### src/core_settings.svh
////////////////////////////////////////////////////////////
// Core settings
// Sizes shared by the package, the RTL and the testbench
////////////////////////////////////////////////////////////
`ifndef CORE_SETTINGS_SVH
`define CORE_SETTINGS_SVH

// Data path width
`define CORE_XLEN 32

// Architectural registers, 4-bit addresses
`define CORE_NUM_REGS 16

// In-flight instruction IDs, also the ID credit count
`define CORE_NUM_IDS 8

// Input queue entries, also the initial input credits
`define CORE_IN_DEPTH 2

`endif

### src/core_pkg.sv
////////////////////////////////////////////////////////////
// Core package
// Opcode, ID, instruction word and inter-stage types
////////////////////////////////////////////////////////////
`default_nettype none

`include "core_settings.svh"

package core_pkg;

    // Opcodes in the top nibble of every word
    typedef enum logic [3:0] {
        op_add  = 4'd0,
        op_sub  = 4'd1,
        op_xor  = 4'd2,
        op_addi = 4'd3,
        op_mul  = 4'd4
    } opcode_t;

    typedef logic [$clog2(`CORE_NUM_IDS)-1:0] instr_id_t;
    typedef logic [3:0] reg_addr_t;

    ////////////////////////////////////////////////////////////
    // Instruction word views

    // Register-register view
    typedef struct packed {
        opcode_t     opcode;
        reg_addr_t   rd;
        reg_addr_t   rs1;
        reg_addr_t   rs2;
        logic [15:0] unused;
    } r_form_t;

    // Register-immediate view, pad sits where rs2 would be
    typedef struct packed {
        opcode_t            opcode;
        reg_addr_t          rd;
        reg_addr_t          rs1;
        logic [3:0]         pad;
        logic signed [15:0] imm;
    } i_form_t;

    typedef union packed {
        r_form_t r_form;
        i_form_t i_form;
    } instr_word_u;

    ////////////////////////////////////////////////////////////
    // Stage to stage packets

    // Issue to unit, b is rs2 or the extended immediate
    typedef struct packed {
        logic                  valid;
        instr_id_t             id;
        opcode_t               opcode;
        logic [`CORE_XLEN-1:0] a;
        logic [`CORE_XLEN-1:0] b;
    } unit_issue_t;

    // Unit to write-back
    typedef struct packed {
        logic                  done;
        instr_id_t             id;
        logic [`CORE_XLEN-1:0] result;
    } unit_wb_t;

    // ID allocation notice
    typedef struct packed {
        logic      valid;
        instr_id_t id;
        reg_addr_t rd;
    } id_alloc_t;

    // One retirement
    typedef struct packed {
        logic                  valid;
        instr_id_t             id;
        reg_addr_t             rd;
        logic [`CORE_XLEN-1:0] data;
    } retire_t;

endpackage

`default_nettype wire

### src/issue_stage.sv
////////////////////////////////////////////////////////////
// Issue stage
// Credit-fed input queue, decode, register busy tracking,
// ID credits and in-order dispatch to the ALU or multiplier
////////////////////////////////////////////////////////////
`timescale 1ns/1ps
`default_nettype none

`include "core_settings.svh"

module issue_stage (
    input  logic                    clk,
    input  logic                    rst,
    input  logic                    instr_valid,
    input  core_pkg::instr_word_u   instr,
    output logic                    instr_credit,
    input  logic                    id_credit,
    input  logic                    mul_busy,
    input  core_pkg::retire_t       retire,
    output core_pkg::reg_addr_t     rs1_addr,
    output core_pkg::reg_addr_t     rs2_addr,
    input  logic [`CORE_XLEN-1:0]   rs1_data,
    input  logic [`CORE_XLEN-1:0]   rs2_data,
    output core_pkg::unit_issue_t   alu_issue,
    output core_pkg::unit_issue_t   mul_issue,
    output core_pkg::id_alloc_t     id_alloc
);

    localparam int q_ptr_w = $clog2(`CORE_IN_DEPTH);
    localparam int q_cnt_w = $clog2(`CORE_IN_DEPTH + 1);
    localparam int id_cnt_w = $clog2(`CORE_NUM_IDS + 1);

    core_pkg::instr_word_u q_mem [`CORE_IN_DEPTH];
    logic [q_ptr_w-1:0] wr_ptr, rd_ptr;
    logic [q_cnt_w-1:0] q_cnt;
    logic [id_cnt_w-1:0] id_cnt;
    core_pkg::instr_id_t next_id;
    logic [`CORE_NUM_REGS-1:0] reg_busy;
    core_pkg::instr_id_t last_writer [`CORE_NUM_REGS];

    core_pkg::instr_word_u head;
    core_pkg::opcode_t opcode;
    logic is_imm, is_mul, hold, dispatch;
    logic [`CORE_XLEN-1:0] op_b;

    ////////////////////////////////////////////////////////////
    // Decode of the oldest queued word
    assign head = q_mem[rd_ptr];
    assign opcode = head.r_form.opcode;
    assign is_imm = (opcode == core_pkg::op_addi);
    assign is_mul = (opcode == core_pkg::op_mul);
    assign rs1_addr = head.r_form.rs1;
    assign rs2_addr = head.r_form.rs2;

    // Sign extended immediate replaces rs2
    assign op_b = is_imm ? {{(`CORE_XLEN-16){head.i_form.imm[15]}}, head.i_form.imm} : rs2_data;

    // Any hazard keeps the head in the queue
    assign hold = (id_cnt == '0)
                || reg_busy[head.r_form.rs1]
                || (!is_imm && reg_busy[head.r_form.rs2])
                || (is_mul && mul_busy);
    assign dispatch = (q_cnt != '0) && !hold;

    assign alu_issue = '{valid: dispatch && !is_mul, id: next_id, opcode: opcode,
                         a: rs1_data, b: op_b};
    assign mul_issue = '{valid: dispatch && is_mul, id: next_id, opcode: opcode,
                         a: rs1_data, b: op_b};
    assign id_alloc = '{valid: dispatch, id: next_id, rd: head.r_form.rd};

    ////////////////////////////////////////////////////////////
    // Queue, credits and ID pointer
    always_ff @(posedge clk) begin
        if (rst) begin
            wr_ptr <= '0;
            rd_ptr <= '0;
            q_cnt <= '0;
            instr_credit <= 1'b0;
            id_cnt <= id_cnt_w'(`CORE_NUM_IDS);
            next_id <= '0;
        end else begin
            if (instr_valid) begin
                wr_ptr <= (wr_ptr == q_ptr_w'(`CORE_IN_DEPTH - 1)) ? '0 : wr_ptr + 1'b1;
            end
            if (dispatch) begin
                rd_ptr <= (rd_ptr == q_ptr_w'(`CORE_IN_DEPTH - 1)) ? '0 : rd_ptr + 1'b1;
                next_id <= next_id + 1'b1;
            end
            q_cnt <= q_cnt + q_cnt_w'(instr_valid) - q_cnt_w'(dispatch);
            // One input credit back per popped entry
            instr_credit <= dispatch;
            id_cnt <= id_cnt + id_cnt_w'(id_credit) - id_cnt_w'(dispatch);
        end
    end

    // Queue storage
    always_ff @(posedge clk) begin
        if (instr_valid) begin
            q_mem[wr_ptr] <= instr;
        end
    end

    ////////////////////////////////////////////////////////////
    // Register busy bits
    // New writer wins over a retirement to the same register
    always_ff @(posedge clk) begin
        if (rst) begin
            reg_busy <= '0;
        end else begin
            for (int r = 1; r < `CORE_NUM_REGS; r++) begin
                if (dispatch && head.r_form.rd == core_pkg::reg_addr_t'(r)) begin
                    reg_busy[r] <= 1'b1;
                end else if (retire.valid && retire.rd == core_pkg::reg_addr_t'(r)
                             && retire.id == last_writer[r]) begin
                    reg_busy[r] <= 1'b0;
                end
            end
        end
    end

    // Youngest writer ID per register
    always_ff @(posedge clk) begin
        if (dispatch) begin
            last_writer[head.r_form.rd] <= next_id;
        end
    end

    ////////////////////////////////////////////////////////////
    // Checks
    // Source must respect its input credits
    a_no_send_when_full: assert property (@(posedge clk) disable iff (rst)
        instr_valid |-> (q_cnt < q_cnt_w'(`CORE_IN_DEPTH)))
        else $error("input word sent without a credit");

    // Write-back never returns more credits than issued
    a_id_credit_bound: assert property (@(posedge clk) disable iff (rst)
        id_cnt <= id_cnt_w'(`CORE_NUM_IDS))
        else $error("ID credit count above limit");

endmodule

`default_nettype wire

### src/alu_unit.sv
////////////////////////////////////////////////////////////
// ALU unit
// Single-cycle add, sub, xor and addi, registered result
////////////////////////////////////////////////////////////
`timescale 1ns/1ps
`default_nettype none

`include "core_settings.svh"

module alu_unit (
    input  logic                  clk,
    input  logic                  rst,
    input  core_pkg::unit_issue_t issue,
    output core_pkg::unit_wb_t    wb
);

    logic [`CORE_XLEN-1:0] result, result_r;
    core_pkg::instr_id_t id_r;
    logic done_r;

    // Wrapping 32-bit arithmetic, immediate already extended
    always_comb begin
        case (issue.opcode)
            core_pkg::op_add,
            core_pkg::op_addi: result = issue.a + issue.b;
            core_pkg::op_sub:  result = issue.a - issue.b;
            core_pkg::op_xor:  result = issue.a ^ issue.b;
            default:           result = '0;
        endcase
    end

    // Done flag one cycle after dispatch
    always_ff @(posedge clk) begin
        if (rst) begin
            done_r <= 1'b0;
        end else begin
            done_r <= issue.valid;
        end
    end

    always_ff @(posedge clk) begin
        if (issue.valid) begin
            id_r <= issue.id;
            result_r <= result;
        end
    end

    assign wb = '{done: done_r, id: id_r, result: result_r};

endmodule

`default_nettype wire

### src/mul_unit.sv
////////////////////////////////////////////////////////////
// Multiplier unit
// Iterative shift-add, one multiplier bit per cycle,
// stops as soon as the remaining multiplier bits are zero
////////////////////////////////////////////////////////////
`timescale 1ns/1ps
`default_nettype none

`include "core_settings.svh"

module mul_unit (
    input  logic                  clk,
    input  logic                  rst,
    input  core_pkg::unit_issue_t issue,
    output logic                  busy,
    output core_pkg::unit_wb_t    wb
);

    logic busy_r, done_r, step;
    core_pkg::instr_id_t id_r;
    logic [`CORE_XLEN-1:0] acc, mcand, mplier;
    logic [`CORE_XLEN-1:0] src_acc, src_mcand, src_mplier;
    logic [`CORE_XLEN-1:0] acc_next, mcand_next, mplier_next;

    // First step runs on the dispatch edge from the raw operands
    assign step = issue.valid || busy_r;

    always_comb begin
        src_acc = issue.valid ? '0 : acc;
        src_mcand = issue.valid ? issue.a : mcand;
        src_mplier = issue.valid ? issue.b : mplier;
        // Add when the low multiplier bit is set
        acc_next = src_acc + (src_mplier[0] ? src_mcand : '0);
        mcand_next = src_mcand << 1;
        mplier_next = src_mplier >> 1;
    end

    // Busy drops in the cycle done rises
    always_ff @(posedge clk) begin
        if (rst) begin
            busy_r <= 1'b0;
            done_r <= 1'b0;
        end else begin
            done_r <= step && (mplier_next == '0);
            busy_r <= step && (mplier_next != '0);
        end
    end

    // Accumulator holds the low product once done
    always_ff @(posedge clk) begin
        if (step) begin
            acc <= acc_next;
            mcand <= mcand_next;
            mplier <= mplier_next;
        end
        if (issue.valid) begin
            id_r <= issue.id;
        end
    end

    assign busy = busy_r;
    assign wb = '{done: done_r, id: id_r, result: acc};

    // Issue stage must hold multiplies while busy
    a_no_issue_while_busy: assert property (@(posedge clk) disable iff (rst)
        issue.valid |-> !busy_r)
        else $error("multiply issued while busy");

endmodule

`default_nettype wire

### src/write_back.sv
////////////////////////////////////////////////////////////
// Write-back stage
// Per-ID commit buffer filled out of order by the units,
// retired in ID order one per cycle, with ID credit return
////////////////////////////////////////////////////////////
`timescale 1ns/1ps
`default_nettype none

`include "core_settings.svh"

module write_back (
    input  logic                 clk,
    input  logic                 rst,
    input  core_pkg::id_alloc_t  id_alloc,
    input  core_pkg::unit_wb_t   alu_wb,
    input  core_pkg::unit_wb_t   mul_wb,
    output core_pkg::retire_t    retire,
    output logic                 id_credit
);

    localparam int num_ids = `CORE_NUM_IDS;

    // Commit buffer and destination metadata
    logic [`CORE_XLEN-1:0] results [num_ids];
    core_pkg::reg_addr_t meta_rd [num_ids];

    logic [num_ids-1:0] writing, pending, pending_r, retiring_oh;
    core_pkg::instr_id_t oldest_id, retire_id;
    logic retire_next, retire_valid;

    ////////////////////////////////////////////////////////////
    // Done decode per ID
    // Both units may finish together with different IDs
    always_comb begin
        writing = '0;
        for (int i = 0; i < num_ids; i++) begin
            writing[i] = (alu_wb.done && alu_wb.id == core_pkg::instr_id_t'(i))
                      || (mul_wb.done && mul_wb.id == core_pkg::instr_id_t'(i));
        end
    end

    // Results land at the edge where done is high
    always_ff @(posedge clk) begin
        if (alu_wb.done) begin
            results[alu_wb.id] <= alu_wb.result;
        end
        if (mul_wb.done) begin
            results[mul_wb.id] <= mul_wb.result;
        end
    end

    // rd recorded at allocation
    always_ff @(posedge clk) begin
        if (id_alloc.valid) begin
            meta_rd[id_alloc.id] <= id_alloc.rd;
        end
    end

    ////////////////////////////////////////////////////////////
    // Pending tracking and in-order retirement
    always_comb begin
        retiring_oh = '0;
        retiring_oh[retire_id] = retire_valid;
    end

    // Set by done, cleared while presented on retire
    assign pending = writing | (pending_r & ~retiring_oh);

    // Oldest ID ready means it retires next cycle
    assign retire_next = pending[oldest_id];

    always_ff @(posedge clk) begin
        if (rst) begin
            pending_r <= '0;
            retire_valid <= 1'b0;
            oldest_id <= '0;
        end else begin
            pending_r <= pending;
            retire_valid <= retire_next;
            if (retire_next) begin
                oldest_id <= oldest_id + 1'b1;
            end
        end
    end

    always_ff @(posedge clk) begin
        retire_id <= oldest_id;
    end

    ////////////////////////////////////////////////////////////
    // Outputs
    assign retire = '{valid: retire_valid, id: retire_id,
                      rd: meta_rd[retire_id], data: results[retire_id]};

    // One ID credit per retirement cycle
    assign id_credit = retire_valid;

    // A unit never completes an ID that is still waiting
    a_done_not_pending: assert property (@(posedge clk) disable iff (rst)
        (writing & pending_r) == '0)
        else $error("done reported for a pending ID");

endmodule

`default_nettype wire

### src/reg_file.sv
////////////////////////////////////////////////////////////
// Register file
// Two combinational reads, one write from retirement,
// register 0 reads zero
////////////////////////////////////////////////////////////
`timescale 1ns/1ps
`default_nettype none

`include "core_settings.svh"

module reg_file (
    input  logic                  clk,
    input  logic                  rst,
    input  core_pkg::reg_addr_t   rs1_addr,
    input  core_pkg::reg_addr_t   rs2_addr,
    output logic [`CORE_XLEN-1:0] rs1_data,
    output logic [`CORE_XLEN-1:0] rs2_data,
    input  core_pkg::retire_t     retire
);

    logic [`CORE_XLEN-1:0] regs [`CORE_NUM_REGS];

    // Written at the edge that ends the retire cycle
    always_ff @(posedge clk) begin
        if (rst) begin
            for (int i = 0; i < `CORE_NUM_REGS; i++) begin
                regs[i] <= '0;
            end
        end else if (retire.valid && retire.rd != '0) begin
            // Writes to register 0 dropped
            regs[retire.rd] <= retire.data;
        end
    end

    // Read ports
    assign rs1_data = (rs1_addr == '0) ? '0 : regs[rs1_addr];
    assign rs2_data = (rs2_addr == '0) ? '0 : regs[rs2_addr];

endmodule

`default_nettype wire

### src/core_top.sv
////////////////////////////////////////////////////////////
// Core top
// Issue, ALU, multiplier, write-back and register file,
// instruction input in, retire stream out
////////////////////////////////////////////////////////////
`timescale 1ns/1ps
`default_nettype none

`include "core_settings.svh"

module core_top (
    input  logic                  clk,
    input  logic                  rst,
    input  logic                  instr_valid,
    input  core_pkg::instr_word_u instr,
    output logic                  instr_credit,
    output core_pkg::retire_t     retire
);

    // Register file read path
    core_pkg::reg_addr_t rs1_addr, rs2_addr;
    logic [`CORE_XLEN-1:0] rs1_data, rs2_data;

    // Dispatch and completion
    core_pkg::unit_issue_t alu_issue, mul_issue;
    core_pkg::unit_wb_t alu_wb, mul_wb;
    core_pkg::id_alloc_t id_alloc;
    logic mul_busy, id_credit;

    issue_stage u_issue (
        .clk          (clk),
        .rst          (rst),
        .instr_valid  (instr_valid),
        .instr        (instr),
        .instr_credit (instr_credit),
        .id_credit    (id_credit),
        .mul_busy     (mul_busy),
        .retire       (retire),
        .rs1_addr     (rs1_addr),
        .rs2_addr     (rs2_addr),
        .rs1_data     (rs1_data),
        .rs2_data     (rs2_data),
        .alu_issue    (alu_issue),
        .mul_issue    (mul_issue),
        .id_alloc     (id_alloc)
    );

    alu_unit u_alu (
        .clk   (clk),
        .rst   (rst),
        .issue (alu_issue),
        .wb    (alu_wb)
    );

    mul_unit u_mul (
        .clk   (clk),
        .rst   (rst),
        .issue (mul_issue),
        .busy  (mul_busy),
        .wb    (mul_wb)
    );

    // In-order commit
    write_back u_wb (
        .clk       (clk),
        .rst       (rst),
        .id_alloc  (id_alloc),
        .alu_wb    (alu_wb),
        .mul_wb    (mul_wb),
        .retire    (retire),
        .id_credit (id_credit)
    );

    reg_file u_rf (
        .clk      (clk),
        .rst      (rst),
        .rs1_addr (rs1_addr),
        .rs2_addr (rs2_addr),
        .rs1_data (rs1_data),
        .rs2_data (rs2_data),
        .retire   (retire)
    );

endmodule

`default_nettype wire

### config.mk
export PLATFORM = sky130hd
export DESIGN_NAME = core_top
export DESIGN_NICKNAME = d
export VERILOG_FILES = /design/src/core_pkg.sv /design/src/issue_stage.sv /design/src/alu_unit.sv /design/src/mul_unit.sv /design/src/write_back.sv /design/src/reg_file.sv /design/src/core_top.sv
export VERILOG_INCLUDE_DIRS = /design/src /design/src/src
export SDC_FILE = /design/constraint.sdc
export NUM_CORES = 2
export LEC_CHECK = 0
export BUFFER_PORTS_ARGS = -buffer_cell sky130_fd_sc_hd__buf_4
export CORE_MARGIN = 5
export CORE_UTILIZATION = 48
export CTS_CLUSTER_DIAMETER = 200
export DETAILED_ROUTE_END_ITERATION = 8
export GPL_TIMING_DRIVEN = 0
export PLACE_DENSITY = 0.74
export SETUP_SLACK_MARGIN = 0.4
export SYNTH_ARGS = -nofsm -noshare
export SYNTH_HDL_FRONTEND = slang
export SYNTH_SLANG_ARGS = --single-unit
### constraint.sdc
create_clock -name clk -period 8.3 [get_ports clk]
set_clock_uncertainty 0.2 [all_clocks]
set_input_delay 1.245 -clock clk [delete_from_list [all_inputs] [get_ports clk]]
set_output_delay 1.245 -clock clk [all_outputs]
set_load 0.03 [all_outputs]
---- After elaboration in Yosys (flattened, before gate mapping) ----
Memory sizes are Yosys's and may differ from the RTL's. A register that Yosys moved wholly into a read port is not among the register bits.
Cells that the tools add are included.
word-level totals
  bits in registers ....................... 177
  RAM bits ................................ 912
  input port bits ......................... 35
  output and inout bits ................... 41
  logic and storage cells ................. 301
  memories kept ........................... 5
operators by class
  add/subtract/negate cells ............... 11
  order comparisons ....................... 5
  equal/unequal tests ..................... 63
  mux-type cells .......................... 66
  bitwise operators ....................... 5
  reductions and logical operators ........ 112
memories
  name                 depth  width  rd ports  clocked after Yosys merged registers in  write ports  RTL line           RTL
  u_rf.regs            16     32     2         0                                        16           reg_file.sv:21     logic [`CORE_XLEN-1:0] regs [`CORE_NUM_REGS];
  u_wb.results         8      32     1         1                                        2            write_back.sv:24   logic [`CORE_XLEN-1:0] results [num_ids];
  u_issue.q_mem        2      32     1         1                                        1            issue_stage.sv:33  core_pkg::instr_word_u q_mem [`CORE_IN_DEPTH];
  u_issue.last_writer  16     3      15        0                                        1            issue_stage.sv:39  core_pkg::instr_id_t last_writer [`CORE_NUM_REGS];
  u_wb.meta_rd         8      4      1         1                                        1            write_back.sv:25   core_pkg::reg_addr_t meta_rd [num_ids];
operator list
  operator                                                              count
  32-bit 2-to-1 mux                                                     8
  32-bit one-hot mux with 3 select lines                                1
  1-bit logical AND                                                     70
  32-bit adder                                                          2
  4-bit == test, second input constant                                  16
  1-bit 2-to-1 mux                                                      52
  3-bit == test                                                         15
  4-bit by 3-bit == test with 1-bit output, second input constant       9
  32-bit logical NOT                                                    1
  2-bit nonzero test                                                    16
  32-bit nonzero test                                                   1
  32-bit OR reduction                                                   1
  32-bit subtractor                                                     1
  32-bit XOR                                                            1
  3-bit == test, second input constant                                  8
  4-bit by 2-bit == test with 1-bit output, second input constant       6
  8-bit bitwise AND                                                     2
  4-bit logical NOT                                                     4
  3-bit by 2-bit == test with 1-bit output, second input constant       4
  4-bit by 1-bit == test with 1-bit output, second input constant       3
  1-bit logical OR                                                      12
  4-bit by 5-bit < comparator with 1-bit output, second input constant  2
  1-bit binary-select mux with 4-bit select                             2
  3-bit by 4-bit < comparator with 1-bit output, second input constant  2
  17 further kinds                                                      23

---- Longest topological paths before layout ----
  depth after elaboration ................. 11
  gate-level depth with buffers ........... 29
  depth with buffers taken out ............ 25

---- Hierarchy ----
Synthesis repeated with hierarchy kept, for this count alone.
unflattened totals
  cell total of the unflattened synthesis .. 4447
  area, all modules ....................... 57451.4 um^2
by module, submodules not included
  module       times used  cells an instance  area an instance (um^2)  seq. area each (um^2)
  reg_file     1           1778               25572.0                  14443.9
  write_back   1           1086               14831.7                  8948.6
  issue_stage  1           583                7025.5                   3833.7
  mul_unit     1           494                5895.7                   2952.8
  alu_unit     1           506                4126.5                   1071.0

---- Worst setup path before layout ----
No wires, ideal clock.
  path type ............................... flip-flop to flip-flop
  from .................................... memory u_issue.q_mem[0][16] in the netlist's numbering
  to ...................................... register u_alu.result_r[31] (data pin)
  setup time .............................. 0.261 ns
  data arrival time ....................... 5.979 ns
  data required time ...................... 7.839 ns
  path slack .............................. 1.860 ns
  cell stages (with the launch flop) ...... 28
  buffers on the path ..................... 4
  clock period less this slack ............ 6.440 ns
  path through ............................ edfxtp_1 buf_6 mux2_4 buf_6 buf_6 buf_2 nand2_1 nand3_1 a31o_1 a221o_1 a311oi_2 nand4_2 nor4_1 and4b_1 a21oi_1 xnor2_1 ha_1 a21oi_1 o21ai_0 or2_2 a2111o_1 a2111oi_0 nor3_1 nor3_1 or3_1 a211o_1 o2111ai_1 a311o_1
RTL lines
  item                  RTL line           RTL
  from (decl)           issue_stage.sv:33
  to (signal assigned)  alu_unit.sv:44     result_r <= result;
  to (decl)             alu_unit.sv:17     logic [`CORE_XLEN-1:0] result, result_r;

==> impl_metrics.env <==
export IMPL_ctsRootBufferMaster="clkbuf_16"
export IMPL_power_density_nw_per_um2=347
export IMPL_design_area_um2=66100
export IMPL_internal_power_mw=12.9
export IMPL_coreArea_um2=118000
export IMPL_ant_nets=0
export IMPL_grt_start_max_net_pins=64
export IMPL_wl_um=276000
export IMPL_finalSetupTns_ns=-0.0128
export IMPL_cp_start_kind="flip-flop"
export IMPL_dieArea_um2=127000
export IMPL_p_sw_share_pct=43.8
export IMPL_cp_data_arrival_time_ns=8.61
export IMPL_drive_gt1_share_pct=18.4
export IMPL_setup_violations=1
export IMPL_synth_cells=5280
export IMPL_cts_htree_levels=3
export IMPL_vdd_ir_drop_max_mv=0.272
export IMPL_nets=5650
export IMPL_worst_path_max_fanout=10
export IMPL_status="complete, but fails checks"
export IMPL_combPwrFrac_pct=46.4
export IMPL_num_vias=49600
export IMPL_hp_class="flip-flop to flip-flop"
export IMPL_rsz0062_at_grt="yes"
export IMPL_setup_ws_ns=-0.0128
export IMPL_cap_violations=7
export IMPL_synth_cell_area_um2=57400
export IMPL_place_gp_congestion=1.07
export IMPL_cts_inserted_buffers=116
export IMPL_p_switching_mw=10.1
export IMPL_antenna_found_initial=20
export IMPL_synth_avg_cell_area_um2=10.9
export IMPL_fmax_mhz=120
export IMPL_p_leak_nw=23.5
export IMPL_min_period_ns=8.31
export IMPL_cts_tree="done"
export IMPL_initialDrtViolationCount=8236
export IMPL_io_buffers=75
export IMPL_relSlewSlack_pct=-7.12
export IMPL_via_per_inst=6.84
export IMPL_synth_cell_types=97
export IMPL_synth_ff_type="edfxtp_1"
export IMPL_drc_errors=0
export IMPL_grt_usage_pct=42.4
export IMPL_seqPwrFrac_pct=29.2
export IMPL_cp_end_kind="flip-flop"
export IMPL_worst_slew_pin_slew_ns=1.61
export IMPL_synth_edff_count=1009
export IMPL_clock_sinks=1055
export IMPL_violations="max-capacitance violations, max-slew violations, negative setup slack"
export IMPL_grt_overflow_total=0
export IMPL_grt_pass1_vias=46300
export IMPL_start_util_pct=48.5
export IMPL_async_flop_share_pct=0
export IMPL_yosysTopAreaCell="edfxtp_1"
export IMPL_synth_area_top_cells="edfxtp_1 53%, mux2_2 6.1%, nand2_1 4.9%"
export IMPL_cts_clk_slew_worst_paths_ns=0.06
export IMPL_syn_num_nets=5390
export IMPL_fin_crit_sh_pct=100
export IMPL_syn2layout_area_growth_pct=15.2
export IMPL_hold_viol_final=0
export IMPL_pre_cts_ws_ns=-2.49
export IMPL_die_width_um=356
export IMPL_rows=126
export IMPL_first_pass_iters=7
export IMPL_placed_area_um2=60800
export IMPL_yosys_warnings=0
export IMPL_critPathKind="flip-flop to flip-flop"
export IMPL_slew_violations=20
export IMPL_hpwlAfterDp_um=201000
export IMPL_grt_pass1_wl_um=372000
export IMPL_clkPwrFrac_pct=24.4
export IMPL_die_h_um=356
export IMPL_yosys_top_cells_count="1009 x edfxtp_1, 744 x nand2_1, 710 x nor2_1"
export IMPL_synth_top_cell_area_share_pct=52.8
export IMPL_post_drt_wl_per_cell_um=38.0
export IMPL_cts_path_max_buffers=3
export IMPL_insertion_delay_ns=0.77
export IMPL_ys_seq_area_share_pct=54.4
export IMPL_yosysMostFrequentCell="edfxtp_1"
export IMPL_worstPathRequired_ns=8.60
export IMPL_ys_seq_elements=1055
export IMPL_num_io_pins=76
==> cells in the final DEF (no fill, tap or decap), drive strengths merged, types with 52 or more instances in the layout <==
cell type  synthesis  final
a211oi            70     70
a21oi            272    272
a221oi            70     70
a311oi           106    106
a31oi             67     67
buf              160    282
clkbuf           252    400
clkinv             1     54
edfxtp          1009   1009
ha                72     72
inv              114    116
mux2             310    310
mux2i            101    101
mux4              75     75
nand2            746    746
nand3            195    195
nor2             710    710
nor2b             84     84
o211ai            65     65
o21ai            146    146
xnor2            114    114
xor2              52     52
==> state kept, by name, indices dropped and copies added (netlist names), 2 cells and up, named ones only <==
signal and cells:
u_alu.id_r 3, u_alu.result_r 32, u_issue.id_cnt 4, u_issue.last_writer 45
u_issue.next_id 3, u_issue.q_cnt 2, u_issue.q_mem 64, u_issue.reg_busy 15
u_mul.acc 32, u_mul.id_r 3, u_mul.mcand 31, u_mul.mplier 31
u_rf.regs 480, u_wb.meta_rd 32, u_wb.oldest_id 3, u_wb.pending_r 8
u_wb.results 256, u_wb.retire_id 3
==> area by class of cell <==
cell class / instances / area, um^2
Tap cell: 1600 / 2000
Inverter: 115 / 434
Fill cell: 10100 / 52300
Antenna cell: 10 / 25.0
Multi-Input combinational cell: 3698 / 24700
Clock buffer: 137 / 3010
Sequential cell: 1055 / 31200
Clock inverter: 83 / 1050
Timing Repair Buffer: 142 / 1490
Buffer: 412 / 2180
==> repair_timing <==
item	in CTS	in global routing
endpoints found under the setup margin	124	24
pin swaps	4	5
hold buffers	0	0
buffers inserted	8	12
resized for setup	168	161
==> worst paths after layout <==
check | startpoint | endpoint | slack (ns) | cells after the start
worst max-delay path | flip-flop | u_alu.result_r[31] | -0.01 | 23
worst min-delay path | u_wb.oldest_id[2] | u_wb.retire_id[2] | 0.20 | 0
worst max register to register | flip-flop | u_alu.result_r[31] | -0.01 | 23
worst min register to register | u_wb.oldest_id[2] | u_wb.retire_id[2] | 0.20 | 0
==> cells by family (layout without fill, tap and decap cells) <==
logic type	count (synthesis)	after routing	synth area share, %
AO/OA/AOI/OAI	1021	1021	12.0
XOR/XNOR	166	166	2.53
adder cells (fa/ha/maj)	75	75	1.67
buffers and inverters	527	889	3.92
flip-flops	1055	1055	54.4
multiplexers	486	486	10.8
other	0	10	0
AND/OR/NAND/NOR	1950	1950	14.6
==> worst max-delay path, stage by stage, from the launching register on <==
cell and delay, ns:
dfxtp_4 0.48, buf_6 0.25, buf_6 0.18, buf_6 0.28, mux2_2 0.33, buf_2 0.36
buf_2 0.41, clkdlybuf4s15_1 0.90, nand2_1 0.13, nand3_1 0.31, a311oi_1 0.17, a221oi_2 0.80
ha_1 0.44, and3_1 0.25, o211a_1 0.21, a22o_1 0.28, a2111o_1 0.45, a2111oi_2 0.43
nor3_1 0.15, nor3_1 0.26, or3_1 0.17, a211o_1 0.10, o2111ai_1 0.08, a311o_1 0.36
==> per-layer routing <==
layer	global-route usage [%]	share of wire, %	routed length (um)
met5	0	0.069	190
met4	24.1	7.7	21200
met3	15.1	14	39000
met2	62.9	42	117000
met1	53.9	36	98500
==> power by group through the flow <==
| stage | clock (mW) | combinational (mW) | sequential, mW |
|---|---|---|---|
| after floorplan | 0 | 5.59 | 6.68 |
| after global placement | 0 | 9.35 | 6.81 |
| after detailed placement | 0 | 9.56 | 6.80 |
| after CTS | 5.57 | 9.83 | 6.69 |
| after global routing | 5.80 | 10.8 | 6.74 |
| final | 5.60 | 10.7 | 6.71 |
==> through the flow <==
step	hold WS, ns	util, %	cells	power (mW)
2_1_floorplan	0.175	-	5280	12.3
3_3_place_gp	0.182	50.6	6955	16.2
3_5_place_dp	0.181	51.4	7000	16.4
4_1_cts	0.196	55.3	7228	22.1
5_1_grt	0.208	55.8	7244	23.3
6_report	0.197	55.8	7252	23.0
Note: power is estimated with default switching activity, not from simulation.
